==> src/hdl/classifier_settings.svh <==
`ifndef CLASSIFIER_SETTINGS_SVH
`define CLASSIFIER_SETTINGS_SVH

// ============================================================
// Classifier widths and latencies
// ============================================================

// Flow key width
`define CLS_KEY_W 32

// Bucket address width, 16 buckets per table
`define CLS_HT_AW 4

// Bucket memory read latency in cycles
`define CLS_RD_LAT 2

`endif

==> src/hdl/classifier_pkg.sv <==
`default_nettype none

`include "classifier_settings.svh"

package classifier_pkg;

    // ============================================================
    // Vector types
    // ============================================================

    typedef logic [`CLS_KEY_W-1:0] key_t;
    typedef logic [`CLS_HT_AW-1:0] bkt_addr_t;
    // MSB picks the table, low bits are the bucket
    typedef logic [`CLS_HT_AW:0]   vid_t;

    // One table entry
    typedef struct packed {
        logic valid;
        key_t key;
    } slot_t;

    typedef enum logic [1:0] {
        OP_LOOKUP,
        OP_INSERT,
        OP_REMOVE
    } cls_op_t;

    // Request as it travels from FSM to hash and back
    typedef struct packed {
        cls_op_t   op;
        key_t      key;
        bkt_addr_t h1;
        bkt_addr_t h2;
    } cls_req_t;

    // Registered compare results
    typedef struct packed {
        logic hit;
        vid_t hit_vid;
        logic t1_free;
        logic t2_free;
    } cls_cmp_t;

    // Shared result bundle for all three operations
    typedef struct packed {
        logic done;
        logic hit_miss;
        logic err;
        vid_t vid;
    } cls_rslt_t;

    typedef enum logic [2:0] {
        ST_IDLE,
        ST_HASH,
        ST_READ,
        ST_CMP,
        ST_DONE
    } cls_state_t;

endpackage

`default_nettype wire

==> src/hdl/class_ctrl_fsm.sv <==
`timescale 1ns/1ns
`default_nettype none

module class_ctrl_fsm
(
    input  logic                   clk,
    input  logic                   rst_n,
    input  logic                   lu_vld,
    input  logic                   ins_vld,
    input  logic                   rm_vld,
    input  classifier_pkg::key_t     key,
    input  classifier_pkg::cls_req_t hashed,
    input  logic                   expired,
    input  classifier_pkg::cls_cmp_t cmp,
    output logic                   hash_start,
    output classifier_pkg::cls_req_t req,
    output logic                   rd_en,
    output logic                   load,
    output logic                   wr_en,
    output classifier_pkg::vid_t     wr_vid,
    output classifier_pkg::slot_t    wr_slot,
    output logic                   busy,
    output classifier_pkg::cls_rslt_t rslt
);

    import classifier_pkg::*;

    cls_state_t state;
    cls_state_t state_nxt;
    logic [1:0] n_strb;
    logic       accept;
    logic       multi;
    // Accepted request waiting for its first state
    logic       acc_q;
    // Accepted request had conflicting strobes
    logic       multi_q;
    cls_op_t    op_in;

    // ============================================================
    // Strobe check
    // ============================================================

    assign n_strb = 2'(lu_vld) + 2'(ins_vld) + 2'(rm_vld);
    assign multi  = (n_strb > 2'd1);
    // Only sampled when idle and nothing pending
    assign accept = (state == ST_IDLE) && !acc_q && (n_strb != 2'd0);
    assign op_in  = ins_vld ? OP_INSERT : (rm_vld ? OP_REMOVE : OP_LOOKUP);

    always_ff @(posedge clk)
    begin
        if (!rst_n)
        begin
            state   <= ST_IDLE;
            acc_q   <= 1'b0;
            multi_q <= 1'b0;
        end
        else
        begin
            state <= state_nxt;
            acc_q <= accept;
            if (accept)
                multi_q <= multi;
        end
    end

    // Request payload, hash fields filled later
    always_ff @(posedge clk)
    begin
        if (accept)
        begin
            req.op  <= op_in;
            req.key <= key;
            req.h1  <= '0;
            req.h2  <= '0;
        end
    end

    // ============================================================
    // Next state
    // ============================================================

    always_comb
    begin
        state_nxt = state;
        case (state)
            ST_IDLE: if (acc_q) state_nxt = multi_q ? ST_DONE : ST_HASH;
            ST_HASH: state_nxt = ST_READ;
            ST_READ: state_nxt = ST_CMP;
            // Hold until the slots have come out of the memory
            ST_CMP:  if (expired) state_nxt = ST_DONE;
            ST_DONE: state_nxt = ST_IDLE;
            default: state_nxt = ST_IDLE;
        endcase
    end

    assign hash_start = (state == ST_HASH);
    assign rd_en      = (state == ST_READ);
    assign load       = (state == ST_READ);
    assign busy       = (state != ST_IDLE);

    // ============================================================
    // Decision and table write
    // ============================================================

    always_comb
    begin
        rslt    = '0;
        wr_en   = 1'b0;
        wr_vid  = '0;
        wr_slot = '0;
        rslt.done = (state == ST_DONE);
        if (state == ST_DONE)
        begin
            if (multi_q)
                rslt.err = 1'b1;
            else if (hashed.op == OP_INSERT)
            begin
                if (cmp.hit)
                begin
                    // Already stored, report where
                    rslt.hit_miss = 1'b1;
                    rslt.vid      = cmp.hit_vid;
                end
                else if (cmp.t1_free || cmp.t2_free)
                begin
                    // T1 first, T2 as second choice
                    wr_en         = 1'b1;
                    wr_vid        = cmp.t1_free ? {1'b0, hashed.h1} : {1'b1, hashed.h2};
                    wr_slot.valid = 1'b1;
                    wr_slot.key   = hashed.key;
                    rslt.vid      = wr_vid;
                end
                else
                    rslt.err = 1'b1;
            end
            else if (hashed.op == OP_REMOVE)
            begin
                if (cmp.hit)
                begin
                    // Clear the matching slot
                    wr_en         = 1'b1;
                    wr_vid        = cmp.hit_vid;
                    rslt.hit_miss = 1'b1;
                    rslt.vid      = cmp.hit_vid;
                end
            end
            else
            begin
                rslt.hit_miss = cmp.hit;
                rslt.vid      = cmp.hit_vid;
            end
        end
    end

endmodule

`default_nettype wire

==> src/hdl/class_wait_timer.sv <==
`timescale 1ns/1ns
`default_nettype none

`include "classifier_settings.svh"

module class_wait_timer
(
    input  logic clk,
    input  logic rst_n,
    input  logic load,
    output logic expired
);

    // Counter wide enough for the read latency
    localparam int CNT_W = $clog2(`CLS_RD_LAT + 1);

    logic [CNT_W-1:0] cnt;
    logic             run;

    // Load on the read strobe, count down to zero, then stop
    always_ff @(posedge clk)
    begin
        if (!rst_n)
        begin
            run <= 1'b0;
            cnt <= '0;
        end
        else if (load)
        begin
            run <= 1'b1;
            cnt <= CNT_W'(`CLS_RD_LAT - 1);
        end
        else if (run)
        begin
            if (cnt == '0)
                run <= 1'b0;
            else
                cnt <= cnt - 1'b1;
        end
    end

    // Lines up with the last memory read stage
    assign expired = run && (cnt == '0);

endmodule

`default_nettype wire

==> src/hdl/class_hash.sv <==
`timescale 1ns/1ns
`default_nettype none

`include "classifier_settings.svh"

module class_hash
(
    input  logic                     clk,
    input  logic                     rst_n,
    input  logic                     hash_start,
    input  classifier_pkg::cls_req_t req_in,
    output classifier_pkg::cls_req_t req_out
);

    import classifier_pkg::*;

    bkt_addr_t  h1;
    bkt_addr_t  h2;
    logic [7:0] byte_sum;

    // ============================================================
    // Bucket hashes
    // ============================================================

    always_comb
    begin
        h1       = '0;
        byte_sum = '0;
        // XOR of all nibbles
        for (int i = 0; i < `CLS_KEY_W / `CLS_HT_AW; i++)
            h1 = h1 ^ req_in.key[i*`CLS_HT_AW +: `CLS_HT_AW];
        // Byte sum, low bits kept
        for (int j = 0; j < `CLS_KEY_W / 8; j++)
            byte_sum = byte_sum + req_in.key[j*8 +: 8];
        h2 = byte_sum[`CLS_HT_AW-1:0];
    end

    // Request passes on with both bucket addresses
    always_ff @(posedge clk)
    begin
        if (!rst_n)
            req_out <= '0;
        else if (hash_start)
        begin
            req_out.op  <= req_in.op;
            req_out.key <= req_in.key;
            req_out.h1  <= h1;
            req_out.h2  <= h2;
        end
    end

endmodule

`default_nettype wire

==> src/hdl/class_bucket_mem.sv <==
`timescale 1ns/1ns
`default_nettype none

`include "classifier_settings.svh"

module class_bucket_mem
(
    input  logic                      clk,
    input  logic                      rst_n,
    input  logic                      rd_en,
    input  classifier_pkg::bkt_addr_t h1,
    input  classifier_pkg::bkt_addr_t h2,
    input  logic                      wr_en,
    input  classifier_pkg::vid_t      wr_vid,
    input  classifier_pkg::slot_t     wr_slot,
    output classifier_pkg::slot_t     t1_slot,
    output classifier_pkg::slot_t     t2_slot
);

    import classifier_pkg::*;

    localparam int DEPTH = 2 ** `CLS_HT_AW;

    // Valid bits separate so they can be cleared
    logic [DEPTH-1:0] t1_vld;
    logic [DEPTH-1:0] t2_vld;
    key_t             t1_key [DEPTH];
    key_t             t2_key [DEPTH];
    slot_t            t1_pipe [`CLS_RD_LAT];
    slot_t            t2_pipe [`CLS_RD_LAT];
    bkt_addr_t        wr_addr;

    assign wr_addr = wr_vid[`CLS_HT_AW-1:0];

    // ============================================================
    // Write port, MSB of the VID picks the table
    // ============================================================

    always_ff @(posedge clk)
    begin
        if (!rst_n)
        begin
            t1_vld <= '0;
            t2_vld <= '0;
        end
        else if (wr_en)
        begin
            if (wr_vid[`CLS_HT_AW])
                t2_vld[wr_addr] <= wr_slot.valid;
            else
                t1_vld[wr_addr] <= wr_slot.valid;
        end
    end

    always_ff @(posedge clk)
    begin
        if (wr_en && wr_vid[`CLS_HT_AW])
            t2_key[wr_addr] <= wr_slot.key;
        if (wr_en && !wr_vid[`CLS_HT_AW])
            t1_key[wr_addr] <= wr_slot.key;
    end

    // ============================================================
    // Read pipeline
    // ============================================================

    always_ff @(posedge clk)
    begin
        // First stage samples the arrays
        if (rd_en)
        begin
            t1_pipe[0] <= {t1_vld[h1], t1_key[h1]};
            t2_pipe[0] <= {t2_vld[h2], t2_key[h2]};
        end
        for (int i = 1; i < `CLS_RD_LAT; i++)
        begin
            t1_pipe[i] <= t1_pipe[i-1];
            t2_pipe[i] <= t2_pipe[i-1];
        end
    end

    assign t1_slot = t1_pipe[`CLS_RD_LAT-1];
    assign t2_slot = t2_pipe[`CLS_RD_LAT-1];

endmodule

`default_nettype wire

==> src/hdl/class_key_comp.sv <==
`timescale 1ns/1ns
`default_nettype none

module class_key_comp
(
    input  logic                      clk,
    input  logic                      rst_n,
    input  classifier_pkg::key_t      key,
    input  classifier_pkg::bkt_addr_t h1,
    input  classifier_pkg::bkt_addr_t h2,
    input  classifier_pkg::slot_t     t1_slot,
    input  classifier_pkg::slot_t     t2_slot,
    input  logic                      expired,
    output classifier_pkg::cls_cmp_t  cmp
);

    import classifier_pkg::*;

    logic     t1_hit;
    logic     t2_hit;
    cls_cmp_t cmp_nxt;

    // Only a valid slot can match
    assign t1_hit = t1_slot.valid && (t1_slot.key == key);
    assign t2_hit = t2_slot.valid && (t2_slot.key == key);

    always_comb
    begin
        cmp_nxt.hit     = t1_hit || t2_hit;
        // T1 wins if both match
        if (t1_hit)
            cmp_nxt.hit_vid = {1'b0, h1};
        else if (t2_hit)
            cmp_nxt.hit_vid = {1'b1, h2};
        else
            cmp_nxt.hit_vid = '0;
        cmp_nxt.t1_free = !t1_slot.valid;
        cmp_nxt.t2_free = !t2_slot.valid;
    end

    // Captured once, when the read data is valid
    always_ff @(posedge clk)
    begin
        if (!rst_n)
            cmp <= '0;
        else if (expired)
            cmp <= cmp_nxt;
    end

endmodule

`default_nettype wire

==> src/hdl/classifier.sv <==
`timescale 1ns/1ns
`default_nettype none

module classifier
(
    input  logic                      clk,
    input  logic                      rst_n,
    input  logic                      lu_vld,
    input  logic                      ins_vld,
    input  logic                      rm_vld,
    input  classifier_pkg::key_t      key,
    output logic                      busy,
    output classifier_pkg::cls_rslt_t rslt
);

    import classifier_pkg::*;

    // ============================================================
    // Internal wiring
    // ============================================================

    // FSM to hash and back
    logic     hash_start;
    cls_req_t req;
    cls_req_t hashed;

    // Memory read and timer
    logic     rd_en;
    logic     load;
    logic     expired;
    slot_t    t1_slot;
    slot_t    t2_slot;

    // Table write from the FSM
    logic     wr_en;
    vid_t     wr_vid;
    slot_t    wr_slot;

    cls_cmp_t cmp;

    class_ctrl_fsm i_fsm (
        .clk        (clk),
        .rst_n      (rst_n),
        .lu_vld     (lu_vld),
        .ins_vld    (ins_vld),
        .rm_vld     (rm_vld),
        .key        (key),
        .hashed     (hashed),
        .expired    (expired),
        .cmp        (cmp),
        .hash_start (hash_start),
        .req        (req),
        .rd_en      (rd_en),
        .load       (load),
        .wr_en      (wr_en),
        .wr_vid     (wr_vid),
        .wr_slot    (wr_slot),
        .busy       (busy),
        .rslt       (rslt)
    );

    class_wait_timer i_timer (
        .clk     (clk),
        .rst_n   (rst_n),
        .load    (load),
        .expired (expired)
    );

    class_hash i_hash (
        .clk        (clk),
        .rst_n      (rst_n),
        .hash_start (hash_start),
        .req_in     (req),
        .req_out    (hashed)
    );

    // Addresses come from the hashed request
    class_bucket_mem i_mem (
        .clk     (clk),
        .rst_n   (rst_n),
        .rd_en   (rd_en),
        .h1      (hashed.h1),
        .h2      (hashed.h2),
        .wr_en   (wr_en),
        .wr_vid  (wr_vid),
        .wr_slot (wr_slot),
        .t1_slot (t1_slot),
        .t2_slot (t2_slot)
    );

    class_key_comp i_cmp (
        .clk     (clk),
        .rst_n   (rst_n),
        .key     (hashed.key),
        .h1      (hashed.h1),
        .h2      (hashed.h2),
        .t1_slot (t1_slot),
        .t2_slot (t2_slot),
        .expired (expired),
        .cmp     (cmp)
    );

endmodule

`default_nettype wire

==> config.mk <==
export PLATFORM = sky130hd
export DESIGN_NAME = classifier
export DESIGN_NICKNAME = d
export VERILOG_FILES = /design/src/hdl/classifier_pkg.sv /design/src/hdl/class_ctrl_fsm.sv /design/src/hdl/class_wait_timer.sv /design/src/hdl/class_hash.sv /design/src/hdl/class_bucket_mem.sv /design/src/hdl/class_key_comp.sv /design/src/hdl/classifier.sv
export VERILOG_INCLUDE_DIRS = /design/src /design/src/hdl
export SDC_FILE = /design/constraint.sdc
export NUM_CORES = 1
export LEC_CHECK = 0
export ABC_AREA = 1
export BUFFER_PORTS_ARGS = -buffer_cell sky130_fd_sc_hd__clkbuf_2
export CORE_UTILIZATION = 40
export CTS_CLUSTER_SIZE = 20
export DETAILED_ROUTE_END_ITERATION = 10
export GPL_ROUTABILITY_DRIVEN = 0
export SKIP_LAST_GASP = 1
export SYNTH_ARGS = -nofsm -noshare
export SYNTH_HDL_FRONTEND = slang
export SYNTH_SLANG_ARGS = --single-unit
==> constraint.sdc <==
create_clock -name clk -period 5.6 [get_ports clk]
set_input_delay 0.84 -clock clk [delete_from_list [all_inputs] [get_ports clk]]
set_output_delay 0.84 -clock clk [all_outputs]
set_load 0.01 [all_outputs]
==> results of run 1 <==
==> final timing paths <==
path | slack [ns] | start | to | cells past startpoint
setup / recovery | 1.81 | i_cmp.cmp[7] | rslt[3] | 6
hold / removal | 0.26 | key[13] | i_fsm.req[21] | 1
setup reg to reg | 2.24 | i_fsm.state[0] | i_mem.t1_key[11][0] | 9
hold reg to reg | 0.34 | i_mem.t2_pipe[0][0] | i_mem.t2_pipe[0][33] | 0
==> power breakdown <==
part	switching (mW)	internal, mW	leakage, nW	total (mW)
clock	3.73	5.12	2.13	8.85
sequential	0.705	11.0	9.35	11.7
combinational	3.52	1.60	7.38	5.11
total	7.95	17.7	18.9	25.7
==> flip-flops by register name (all words and copies together) (netlist names), named ones only <==
name	count
i_fsm.multi_q	1
i_mem.t2_vld	16
i_mem.t1_vld	16
i_timer.cnt	2
i_mem.t2_pipe	66
i_hash.req_out	42
i_mem.t1_pipe	66
i_fsm.acc_q	1
i_mem.t2_key	512
i_cmp.cmp	8
i_mem.t1_key	512
i_fsm.req	34
i_fsm.state	3
i_timer.run	1
==> cells by family after synthesis <==
family                   after synthesis  synth area share
XOR/XNOR                              56           0.00963
AO/OA/AOI/OAI                        980             0.110
multiplexers                         256            0.0503
adder cells (fa/ha/maj)               10           0.00349
buffers and inverters                647            0.0491
flip-flops                          1288             0.727
AND/OR/NAND/NOR                      585            0.0496
==> cell usage in the layout, fill, tap and decap left out, drive strengths merged <==
cell type     n
a211oi        3
a21oi       333
a2111oi       1
fa            7
bufinv        9
clkbuf      236
clkinv       34
xor2         18
a21boi        2
buf          50
nand4         2
inv         444
clkinvlp      1
mux2i       256
nand3b        1
nor3         14
o211ai      260
a31oi         4
or2           4
nand3       136
nand2       268
nor2        160
o31ai         1
a311oi        1
dfxtp       164
o21ai       372
o22ai         2
xnor2        38
ha            3
o221ai        1
edfxtp     1124
==> metal layers <==
metal | up-vias | share of wire | global-route usage
met3 | 209 | 0.074 | 0.0364
met4 | 0 | 0.024 | 0.0570
met1 | 14836 | 0.45 | 0.286
met5 | - | 0 | 0
li1 | 13848 | - | -
met2 | 1041 | 0.45 | 0.309
==> through the flow <==
step / cell area (µm²) / setup slack, ns / hold WS [ns] / instances
2_1_floorplan: 50900 / 1.84 / 0.323 / 3822
3_3_place_gp: 53000 / 2.31 / 0.326 / 5354
3_5_place_dp: 53000 / 2.28 / 0.328 / 5354
4_1_cts: 57400 / 2.03 / 0.227 / 5599
5_1_grt: 57400 / 1.79 / 0.237 / 5599
6_report: 57400 / 1.81 / 0.262 / 5599
==> layout make-up <==
type	instances	area (µm²)	share of cell area
Clock inverter	54	632	0.0110
Multi-Input combinational cell	1887	11600	0.202
Inverter	434	1640	0.0286
Sequential cell	1288	37100	0.646
Timing Repair Buffer	95	663	0.0116
Tap cell	1650	2060	0.0360
Clock buffer	191	3740	0.0652
==> worst max-delay path, cell delays in order, from the launching register on <==
cell,delay [ns]
dfxtp_1,0.41
inv_4,0.15
nand3_2,0.16
inv_2,0.13
a21oi_2,0.09
a211oi_1,0.95
clkbuf_2,0.30
==> out/qor.csv, run 1 <==
metric,value,unit
outcome,finished clean,
portBuffers,45,
cts_root_buffer,clkbuf_16,
end_kind,primary output,
synth_top_area_frac,0.663,
avgRoutedWirePerCell,23.0,µm
die_area,129000,µm²
first_iter_violations,3369,
drtAntennaViolNets,0,
relSlewSlack,0.207,
grt_max_degree,163,
post-route-util,0.456,
cts_buffers,133,
min_path_type,input pin to flip-flop,
dr.pass1.iters,6,
leakagePower,18.9,nW
worst_pin_slew,1.18,ns
ys_types,43,
synth_edf_count,1124,
vias_per_cell,5.35,
ys_seq_area_frac,0.727,
fillers,11097,
start_util,0.404,
ys_top_cells_by_count,"edfxtp_1 (1124), inv_1 (424), o21ai_0 (367)",
die_w,359,µm
timing.final.crit_period,3.79,ns
antenna_found_initial,5,
synth_area,50900,µm²
crit_type,flip-flop to primary output,
clk_pin_slew,0.06,ns
setup_viol,0,
vias,29934,
ys_top_cells_by_area,"edfxtp_1 (66%), dfxtp_1 (6.4%), mux2i_1 (5.0%)",
postCtsHoldBufs,0,
total_power,25.7,mW
syn_inst,3822,
grt_pass1_vias,28059,
synth_async_sr_flop_share,0,
fp-row-count,130,
grt_pass1_wl,187000,µm
place_hpwl,73600,µm
fp.dieH,359,µm
layout-drive-gt1-share,0.101,
nNetsFinal,3886,
worstPathArrival,2.95,ns
wirelength,129000,µm
drv_slew,0,
areaGrowthSynthToFinish,12.7,%
ys_ff_latch,1288,
track_usage,0.199,
max_freq,264,MHz
fin_crit_sh,0.677,
netlist.top_cell.by_area,edfxtp_1,
synth.most_common_cell,edfxtp_1,
syn_avg_cell_area,13.3,µm²
rsz0062_at_grt,false,
cts_buffer_depth,3,
ys.flop_type,edfxtp_1,
cts_post_setup_buffers_inserted,0,
ios,46,
insertion_delay,0.75,ns
start_kind,flip-flop,
drc,0,
ir_drop,0.303,mV
yosysWarnings,0,
clock-sinks,1288,
core,126000,µm²
cp.required,4.76,ns
skew,0.0249,ns
syn_nets,3869,
maxCapViolations,0,
num_antenna_cells,0,
pwr_density_cell,448,nW/µm²
overflow,0,
cts_tree,built,
tns,0,ns
hold_viol,0,
worstPathMaxFanout,9,
ctsResizeCount,0,
h-tree-depth,4,
Note: power is estimated with default switching activity, not from simulation.
==> inputs of run 2 (changes only) <==
==> constraint.sdc (replaced) <==
create_clock -name clk -period 3.59 [get_ports clk]
set_input_delay 0.5385 -clock clk [delete_from_list [all_inputs] [get_ports clk]]
set_output_delay 0.5385 -clock clk [all_outputs]
set_load 0.01 [all_outputs]
==> out/qor.csv, run 2 (synthesis results as in run 1) <==
metric,value,unit,change
ctsResizeCount,0,,unchanged
areaGrowthSynthToFinish,14.3,%,was 12.7%
antenna_found_initial,4,,was 5
wirelength,131000,µm,was 129000 µm
max_freq,319,MHz,
nNetsFinal,3970,,was 3886
cts_buffer_depth,3,,unchanged
cts_buffers,134,,was 133
crit_type,flip-flop to flip-flop,,was flip-flop to primary output
track_usage,0.202,,was 0.199
tns,0,ns,unchanged
placed_cells,5408,,was 5354
min_path_type,input pin to flip-flop,,unchanged
drtAntennaViolNets,0,,unchanged
avgRoutedWirePerCell,23.1,µm,was 23.0 µm
critPathLaunch,i_cmp.cmp[7],,unchanged
drc,0,,unchanged
dr.pass1.iters,6,,unchanged
core,126000,µm²,unchanged
postCtsHoldBufs,29,,was 0
slowest_delay,0.77,ns,was 0.95 ns
critPathTopFamily,simple AND/OR/NAND/NOR gates,,was compound AO/OA/AOI/OAI gates
first_iter_violations,3700,,was 3369
clk_pin_slew,0.06,ns,about the same
worst_pin_slew,1.06,ns,was 1.18 ns
largestRegisters,"i_mem.t1_key (512), i_mem.t2_key (512)",,unchanged
r2r-start,i_cmp.cmp[7],,was i_fsm.state[0]
start_util,0.404,,unchanged
worstPathArrival,3.48,ns,was 2.95 ns
leakagePower,19.3,nW,was 18.9 nW
fin_crit_sh,0.872,,
ir_drop,0.439,mV,was 0.303 mV
critPathBufInv,2,,was 3
place_hpwl,78600,µm,was 73600 µm
cpMostUsedCell,nand2_1,,
setup_viol,0,,unchanged
fp-row-count,130,,unchanged
outcome,finished clean,,unchanged
fp.dieH,359,µm,unchanged
cts_tree,built,,unchanged
pwr_density_cell,694,nW/µm²,was 448 nW/µm²
grt_max_degree,129,,was 163
instances_no_fill,5676,,was 5599
final_common_cell,edfxtp_1,,unchanged
final_cell_mix,"edfxtp_1 (1124), inv_1 (389), o21ai_0 (367), a21oi_1 (329), nand2_1 (265)",,unchanged
start_kind,flip-flop,,unchanged
timing.final.crit_period,3.13,ns,
ios,46,,unchanged
clock-sinks,1288,,unchanged
cp.required,3.93,ns,was 4.76 ns
rsz0062_at_grt,false,,unchanged
end_kind,flip-flop,,was primary output
insertion_delay,0.75,ns,about the same
vias,30348,,was 29934
cts_post_setup_buffers_inserted,0,,unchanged
relSlewSlack,0.290,,was 0.207
skew,0.0276,ns,was 0.0249 ns
hold_start,key[0],,was key[13]
drv_slew,0,,unchanged
die_area,129000,µm²,unchanged
maxCapViolations,0,,unchanged
layout-drive-gt1-share,0.112,,was 0.101
overflow,0,,unchanged
portBuffers,45,,unchanged
cts_root_buffer,clkbuf_16,,unchanged
die_w,359,µm,unchanged
grt_pass1_wl,190000,µm,was 187000 µm
grt_pass1_vias,28221,,was 28059
h-tree-depth,4,,unchanged
critical-path-slowest-cell,inv_2,,was a211oi_1
vias_per_cell,5.35,,about the same
worstPathCellList,inv_4 > nand2_1 > o22ai_1 > nand2_1 > nand2_1 > nand2_1 > nand2_1 > nor2_1 > nand2_1 > inv_2,,was inv_4 > nand3_2 > inv_2 > a21oi_2 > a211oi_1 > clkbuf_2
hold_viol,0,,unchanged
worstPathMaxFanout,32,,was 9
==> run 2: power by group <==
group          switching, mW  internal (mW)
Sequential              1.00           17.2
Clock                   5.71           7.99
Combinational           5.79           2.71
==> run 2: path summary, 6_finish.rpt <==
| kind | end | cells after the start | slack, ns |
|---|---|---|---|
| setup / recovery | i_mem.t1_key[8][0] | 10 | 0.46 |
| hold / removal | i_fsm.req[8] | 1 | 0.09 |
| setup reg to reg | i_mem.t1_key[8][0] | 10 | 0.46 |
| hold reg to reg | i_mem.t2_pipe[0][47] | 0 | 0.33 |
==> run 2: per-stage QoR <==
step | area (µm²) | hold WS, ns | utilization | power [mW] | setup WS [ns]
floorplan | 50900 | 0.323 | - | 23.5 | 0.326
global placement | 53600 | 0.324 | 0.426 | 26.8 | 0.644
detailed placement | 53600 | 0.327 | 0.426 | 26.9 | 0.566
CTS | 58200 | 0.0546 | 0.462 | 40.5 | 0.530
global route | 58200 | 0.0575 | 0.462 | 41.9 | 0.319
finish | 58200 | 0.0918 | 0.462 | 40.4 | 0.458
==> run 2: layout make-up <==
type                            instances  area [µm²]
Antenna cell                            2        5.00
Multi-Input combinational cell       1887       11500
Clock buffer                          180        3740
Timing Repair Buffer                  178        1620
Clock inverter                         57         581
Sequential cell                      1288       37100
Inverter                              434        1640
Tap cell                             1650        2060
Fill cell                           10981       67700
==> run 2: metal layers <==
| layer | vias to the layer above | track usage | part of all wire |
|---|---|---|---|
| li1 | 14025 | - | - |
| met1 | 15073 | 0.296 | 0.45 |
| met2 | 1087 | 0.313 | 0.46 |
| met3 | 161 | 0.0307 | 0.068 |
| met4 | 2 | 0.0553 | 0.020 |
| met5 | - | 0 | 0.000099 |
